==> src/hw/frame_parse_pkg.sv <==
// One byte per beat only; a field holds at most field_max_bytes bytes, byte 0 in the top byte
`default_nettype none

package frame_parse_pkg;

   // ------------------------------
   // Beat and field limits
   // ------------------------------

   // Width of one stream beat's data
   localparam int byte_bits = 8;

   // Largest field a single extractor can capture
   localparam int field_max_bytes = 16;

   // Counter wide enough to hold field_max_bytes itself
   localparam int count_bits = $clog2(field_max_bytes + 1);

   // ------------------------------
   // Field types
   // ------------------------------

   // Byte position within the head of a frame
   typedef logic [count_bits-1:0] field_count_t;

   // Captured field, left-aligned
   // Byte 0 of the field sits in bits [127:120]
   typedef logic [field_max_bytes*byte_bits-1:0] field_value_t;

   // Short type field at the head of every frame
   typedef logic [2*byte_bits-1:0] type_field_t;

   // ------------------------------
   // Stream beat
   // ------------------------------

   // One beat on every valid/ready link
   // last marks the final byte of a frame
   typedef struct packed {
      logic [byte_bits-1:0] data;
      logic                 last;
   } stream_beat_t;

endpackage : frame_parse_pkg

`default_nettype wire

==> src/hw/frame_header_parser.sv <==
// Frames must be longer than the type field when it is stripped, else the key count runs on
`default_nettype none
`timescale 1ns/100ps

module frame_header_parser #(
   parameter bit type_strip = 1'b1,
   parameter int key_bytes  = 6,
   parameter bit key_strip  = 1'b1
) (
   input  wire                           aclk,
   input  wire                           reset,
   input  wire                           enable,

   // Input stream
   input  wire frame_parse_pkg::stream_beat_t s_beat,
   input  wire                           s_valid,
   output logic                          s_ready,

   // Output stream
   output frame_parse_pkg::stream_beat_t m_beat,
   output logic                          m_valid,
   input  wire                           m_ready,

   // Extracted fields
   output frame_parse_pkg::type_field_t  type_value,
   output logic                          type_done,
   output frame_parse_pkg::field_value_t key_value,
   output logic                          key_done
);

   import frame_parse_pkg::*;

   localparam int type_bits  = $bits(type_field_t);
   localparam int type_bytes = type_bits / byte_bits;

   field_value_t type_table_value;

   // Type extractor to key extractor
   stream_beat_t t2k_beat;
   logic         t2k_valid;
   logic         t2k_ready;

   // Key extractor to output slice
   stream_beat_t k2o_beat;
   logic         k2o_valid;
   logic         k2o_ready;

   // ------------------------------
   // Type field, head of frame
   // ------------------------------
   parse_common_frame_table #(
      .field_bytes (type_bytes),
      .strip       (type_strip)
   ) type_table0 (
      .aclk      (aclk),
      .reset     (reset),
      .enable    (enable),
      .in_beat   (s_beat),
      .in_valid  (s_valid),
      .in_ready  (s_ready),
      .out_beat  (t2k_beat),
      .out_valid (t2k_valid),
      .out_ready (t2k_ready),
      .value     (type_table_value),
      .done      (type_done)
   );

   // Only the top two bytes carry the type
   assign type_value = type_table_value[$bits(field_value_t)-1 -: type_bits];

   // ------------------------------
   // Key field, counted after the type
   // ------------------------------
   parse_big_field_table #(
      .field_bytes (key_bytes),
      .strip       (key_strip)
   ) key_table0 (
      .aclk      (aclk),
      .reset     (reset),
      .enable    (enable),
      .in_beat   (t2k_beat),
      .in_valid  (t2k_valid),
      .in_ready  (t2k_ready),
      .out_beat  (k2o_beat),
      .out_valid (k2o_valid),
      .out_ready (k2o_ready),
      .key       (key_value),
      .key_valid (key_done)
   );

   // Registered output, one cycle after acceptance
   stream_reg_slice #(
      .payload_t (stream_beat_t)
   ) out_slice0 (
      .aclk      (aclk),
      .reset     (reset),
      .in_data   (k2o_beat),
      .in_valid  (k2o_valid),
      .in_ready  (k2o_ready),
      .out_data  (m_beat),
      .out_valid (m_valid),
      .out_ready (m_ready)
   );

endmodule : frame_header_parser

`default_nettype wire

==> src/hw/parse_big_field_table.sv <==
// Keys of 1..16 bytes only; key is right-aligned, upper bytes read as zero
`default_nettype none
`timescale 1ns/100ps

module parse_big_field_table #(
   parameter int field_bytes = 16,
   parameter bit strip       = 1'b1
) (
   input  wire                           aclk,
   input  wire                           reset,
   input  wire                           enable,

   // Upstream
   input  wire frame_parse_pkg::stream_beat_t in_beat,
   input  wire                           in_valid,
   output logic                          in_ready,

   // Downstream
   output frame_parse_pkg::stream_beat_t out_beat,
   output logic                          out_valid,
   input  wire                           out_ready,

   // Key as a plain number
   output frame_parse_pkg::field_value_t key,
   output logic                          key_valid
);

   import frame_parse_pkg::*;

   // Distance from left-aligned table value to right-aligned key
   localparam int align_bits = (field_max_bytes - field_bytes) * byte_bits;

   field_value_t table_value;

   generate
      if (field_bytes < 1 || field_bytes > field_max_bytes) begin : g_size_check
         $error("field_bytes %0d outside 1..%0d", field_bytes, field_max_bytes);
      end
   endgenerate

   parse_common_frame_table #(
      .field_bytes (field_bytes),
      .strip       (strip)
   ) table0 (
      .aclk      (aclk),
      .reset     (reset),
      .enable    (enable),
      .in_beat   (in_beat),
      .in_valid  (in_valid),
      .in_ready  (in_ready),
      .out_beat  (out_beat),
      .out_valid (out_valid),
      .out_ready (out_ready),
      .value     (table_value),
      .done      (key_valid)
   );

   // Pad bytes below the key are zero, so they shift out cleanly
   assign key = table_value >> align_bits;

endmodule : parse_big_field_table

`default_nettype wire

==> src/hw/parse_common_frame_table.sv <==
// field_bytes must be 1..16; a frame that ends inside the field leaves value unchanged, no error flag
`default_nettype none
`timescale 1ns/100ps

module parse_common_frame_table #(
   parameter int field_bytes = 2,
   parameter bit strip       = 1'b1
) (
   input  wire                           aclk,
   input  wire                           reset,
   input  wire                           enable,

   // Upstream
   input  wire frame_parse_pkg::stream_beat_t in_beat,
   input  wire                           in_valid,
   output logic                          in_ready,

   // Downstream
   output frame_parse_pkg::stream_beat_t out_beat,
   output logic                          out_valid,
   input  wire                           out_ready,

   // Captured field
   output frame_parse_pkg::field_value_t value,
   output logic                          done
);

   import frame_parse_pkg::*;

   localparam field_count_t field_count = field_count_t'(field_bytes);
   localparam field_count_t last_count  = field_count_t'(field_bytes - 1);

   // Shift that moves the newest field_bytes bytes up to the top
   localparam int pad_bits = (field_max_bytes - field_bytes) * byte_bits;

   field_count_t count_q;
   logic         sof_q;
   logic         en_q;
   logic         en_frame;
   logic         is_field;
   logic         hold_beat;
   logic         in_fire;
   logic         field_end;
   field_value_t acc_q;
   field_value_t acc_next;

   // ------------------------------
   // Beat classification
   // ------------------------------

   // enable counts only at the first beat, then the latched copy rules
   assign en_frame = sof_q ? enable : en_q;

   // Count saturates at field_bytes, so later bytes are payload
   assign is_field  = en_frame && (count_q < field_count);
   assign hold_beat = strip && is_field;

   // Forwarded beats pass straight through
   assign out_beat  = in_beat;
   assign out_valid = in_valid && !hold_beat;

   // Stripped bytes are swallowed whatever downstream does
   assign in_ready = hold_beat || out_ready;
   assign in_fire  = in_valid && in_ready;

   assign field_end = in_fire && is_field && (count_q == last_count);

   // ------------------------------
   // Frame tracking
   // ------------------------------
   always_ff @(posedge aclk) begin
      if (reset) begin
         sof_q   <= 1'b1;
         en_q    <= 1'b0;
         count_q <= '0;
      end else if (in_fire) begin
         sof_q <= in_beat.last;
         if (sof_q) begin
            en_q <= enable;
         end
         if (in_beat.last) begin
            count_q <= '0;
         end else if (is_field) begin
            count_q <= count_q + 1'b1;
         end
      end
   end

   // ------------------------------
   // Field capture
   // ------------------------------

   // Arrival order, newest byte at the bottom
   assign acc_next = {acc_q[field_max_bytes*byte_bits-byte_bits-1:0], in_beat.data};

   always_ff @(posedge aclk) begin
      if (in_fire && is_field) begin
         acc_q <= acc_next;
      end
   end

   // Value only moves on a complete field
   // Left-aligned so byte 0 lands in the top byte
   always_ff @(posedge aclk) begin
      if (reset) begin
         value <= '0;
         done  <= 1'b0;
      end else begin
         done <= field_end;
         if (field_end) begin
            value <= acc_next << pad_bits;
         end
      end
   end

endmodule : parse_common_frame_table

`default_nettype wire

==> src/hw/stream_reg_slice.sv <==
// Single entry; payload_t must be a packed type; out_data is undefined while out_valid is low
`default_nettype none
`timescale 1ns/100ps

module stream_reg_slice #(
   parameter type payload_t = frame_parse_pkg::stream_beat_t
) (
   input  wire      aclk,
   input  wire      reset,

   // Upstream
   input  wire payload_t in_data,
   input  wire      in_valid,
   output logic     in_ready,

   // Downstream
   output payload_t out_data,
   output logic     out_valid,
   input  wire      out_ready
);

   payload_t data_q;
   logic     valid_q;
   logic     in_fire;

   // ------------------------------
   // Handshake
   // ------------------------------

   // Room when empty, or when the held beat leaves this cycle
   assign in_ready = !valid_q || out_ready;
   assign in_fire  = in_valid && in_ready;

   assign out_data  = data_q;
   assign out_valid = valid_q;

   // ------------------------------
   // Storage
   // ------------------------------

   // Occupancy
   always_ff @(posedge aclk) begin
      if (reset) begin
         valid_q <= 1'b0;
      end else if (in_fire) begin
         valid_q <= 1'b1;
      end else if (out_ready) begin
         valid_q <= 1'b0;
      end
   end

   // Reload in the same cycle the old beat is taken
   always_ff @(posedge aclk) begin
      if (in_fire) begin
         data_q <= in_data;
      end
   end

endmodule : stream_reg_slice

`default_nettype wire

==> config.mk <==
export PLATFORM = sky130hd
export DESIGN_NAME = frame_header_parser
export DESIGN_NICKNAME = d
export VERILOG_FILES = /design/src/hw/frame_parse_pkg.sv /design/src/hw/frame_header_parser.sv /design/src/hw/parse_big_field_table.sv /design/src/hw/parse_common_frame_table.sv /design/src/hw/stream_reg_slice.sv
export SDC_FILE = /design/constraint.sdc
export NUM_CORES = 1
export LEC_CHECK = 0
export ABC_AREA = 1
export BUFFER_PORTS_ARGS = -buffer_cell sky130_fd_sc_hd__buf_2
export CORE_UTILIZATION = 48
export DETAILED_ROUTE_END_ITERATION = 16
export MAX_ROUTING_LAYER = met4
export PLACE_DENSITY = 0.72
export SLEW_MARGIN = 20
export SYNTH_ARGS = -nofsm -noshare
export SYNTH_HDL_FRONTEND = slang
export SYNTH_SLANG_ARGS = --single-unit
==> constraint.sdc <==
create_clock -name aclk -period 4.95 [get_ports aclk]
set_input_delay 0.99 -clock aclk [delete_from_list [all_inputs] [get_ports aclk]]
set_output_delay 0.99 -clock aclk [all_outputs]
set_load 0.05 [all_outputs]
==> results.toml <==
[sta]
fmax_mhz = 348
finalHoldViolations = 0
relSlewSlack = 0.297
min_period_ns = 2.87
period_share = 0.580
tns_ns = 0
worst_pin_slew_ns = 1.05
finalMaxSlewViolations = 0
grt_setup_unrepaired = "false"
fin_skew_ns = 0.00977
setup-violations-final = 0

[worst_hold_path]
holdCritStartpoint = "key_table0.table0.acc_q[10]$_DFFE_PP_"
min_path_type = "flip-flop to flip-flop"
hold_end = "key_table0.table0.acc_q[18]$_DFFE_PP_"
hold_path_depth = 0

[grt]
grt_max_degree = 50
grt_pass1_vias = 3374
antenna_found_initial = 0
grt_use_total = 0.187
grt_overflow = 0
grt_pass1_wl_um = 16100

[setup_path]
rr_worst_depth = 4
reg2reg_to = "type_table0.value[115]$_SDFFE_PP0P_"
cp_cell_sequence = "buf_2, nand2_1, o21ai_1, nand2_1, nand3_2, buf_2"
start_kind = "input pin"
cp_max_fo = 8
critical_path_required_ns = 3.96
critPathMaxStageDelay_ns = 0.29
critPathBufInv = 2
cpLargestDelayFamily = "buffers and inverters"
reg2reg_slack_ns = 2.93
critPathKind = "input pin to output pin"
arrival_ns = 1.88
cp-end-kind = "output pin"
cp_slowest_cell = "buf_2"
reg2reg_from = "type_table0.count_q[4]$_SDFFE_PP0P_"

[logic_synthesis]
yosys_warnings = 0
synthesis.instances = 542
synthTopCellsByArea = "edfxtp_1, dfxtp_1, buf_4"
synth-seq-cells = 138
yosysMostFrequentCell = "nor2_1"
syn_area_sq_um = 5440
synth_cell_types = 27
synth_area_leader_cell = "edfxtp_1"
ys.flop_type = "dfxtp_1"
synth_edf_count = 57
seq_area_frac_synth = 0.613
ys_top_cells_by_count = "nor2_1, buf_4, dfxtp_1"
netlist.area_leader.share = 0.315
synth_area_per_cell_sq_um = 10.0
ys_async_sr_fraction = 0

[pwr]
vdd_drop_max_mv = 0.273
p_leak_nw = 2.65
p_total_mw = 2.65
p_per_area_nw_per_um2 = 427

[die]
rows = 38
core_sq_um = 10900
dieArea_sq_um = 11800
die-width_um = 108
die_h_um = 108
initial_core_util = 0.497
num_io_pins = 171

[clocking]
ctsResizeCount = 0
cts_buffer_depth = 2
root_buffer = "clkbuf_16"
cts.sinks = 138
cts_hold_buf = 0
clkLatencyLatePin_ns = 0.40
post_cts_buffers = 0
cts_tree = "built"
cts_buffers = 17
cts.reportedPaths.clkPinSlew_ns = 0.05
cts.htree.levels = 4

[routing]
remaining_drc_errors = 0
drtIter0Drc = 181
finalWirelength_um = 10200
vias_per_cell = 4.75
postRouteAntennaNets = 0
vias = 3713
wl_per_cell_um = 13.0
dr.pass1.iters = 4

[finish]
nets = 647
syn2layout_area_growth_pct = 13.8
final_util = 0.566
diodes = 0
drive_above_1_share = 0.202
final_cells = 782

[status]
status = "complete, no violations"

[run]
cap_viol_max_count = 0

[placed_design]
dp.final_hpwl_um = 6560
routabilityCongestion = 0.810
numPortBuffers = 90
placed_cells = 750
[flip-flops by register name, summed over array words and instances, names as in the netlist]
register and cells:
key_table0.table0.acc_q 40, key_table0.table0.count_q 5, key_table0.table0.done 1, key_table0.table0.en_q 1, key_table0.table0.sof_q 1, key_table0.table0.value 48, out_slice0.out_data 9, out_slice0.out_valid 1
type_table0.acc_q 8, type_table0.count_q 5, type_table0.done 1, type_table0.en_q 1, type_table0.sof_q 1, type_table0.value 16
[worst reg2reg max path, cell delays in order (launching register included)]
cell and delay (ns):
dfxtp_1 0.33, nor3_2 0.86, nand3_2 0.46, nand2_1 0.18, a21oi_1 0.07
[kinds of logic after synthesis]
kind of cell    Yosys count  share of synthesized area
compound gates           73                     0.0681
xor+xnor                  1                    0.00161
other cells               1                   0.000689
simple gates            200                      0.158
flops                   138                      0.613
buf+inv                 125                      0.150
fa+ha+maj                 4                    0.00920
[layout make-up]
cell class / instances / area, sq um
clock buffer: 24 / 472
clock inverter: 8 / 71.3
fill: 960 / 4740
inverter: 21 / 78.8
multi-input combinational: 358 / 1590
sequential: 138 / 3330
tap: 140 / 175
timing repair buffer: 93 / 473
[power by group]
part           internal (mW)  switching, mW
logic                 0.0291          0.230
registers               1.22         0.0134
clock network          0.714          0.439
[per-stage QoR]
stage	hold WS [ns]	cell area, sq um	worst slack [ns]
finish	0.443	6190	2.08
global route	0.451	6190	2.03
CTS	0.443	6190	2.09
detailed placement	0.428	5650	2.09
global placement	0.426	5650	2.13
floorplan	0.419	5740	2.30
[how the worst max path moves through the flow]
stage                  from                              endpoint  cells after the start
finish               enable                               s_ready                      6
detailed placement   enable                               s_ready                      6
global route         enable                               s_ready                      6
CTS                  enable                               s_ready                      6
floorplan           s_valid  key_table0.table0.acc_q[0]$_DFFE_PP_                      5
global placement     enable                               s_ready                      6
[layer usage]
metal | GRT usage | vias up | routed length (um)
met5 | - | - | 0
li1 | - | 1804 | -
met3 | 0.0422 | 9 | 623
met4 | 0.0859 | 0 | 97
met1 | 0.236 | 1737 | 4660
met2 | 0.285 | 163 | 4810
[cell usage in the layout, fill, tap and decap left out, types with 2 or more instances in the layout]
cell         n
nor2_1     112
buf_2       90
dfxtp_1     81
conb_1      80
edfxtp_1    57
nand2_1     51
o21ai_0     38
nand4_1     22
a21oi_1     22
inv_1       18
clkbuf_16   17
o21ai_1     11
nand3_1      7
clkinv_2     5
clkbuf_1     5
ha_1         4
nand3_2      3
buf_4        3
inv_2        2
nor2_4       2
clkbuf_8     2
Note: power is estimated with default switching activity, not from simulation.
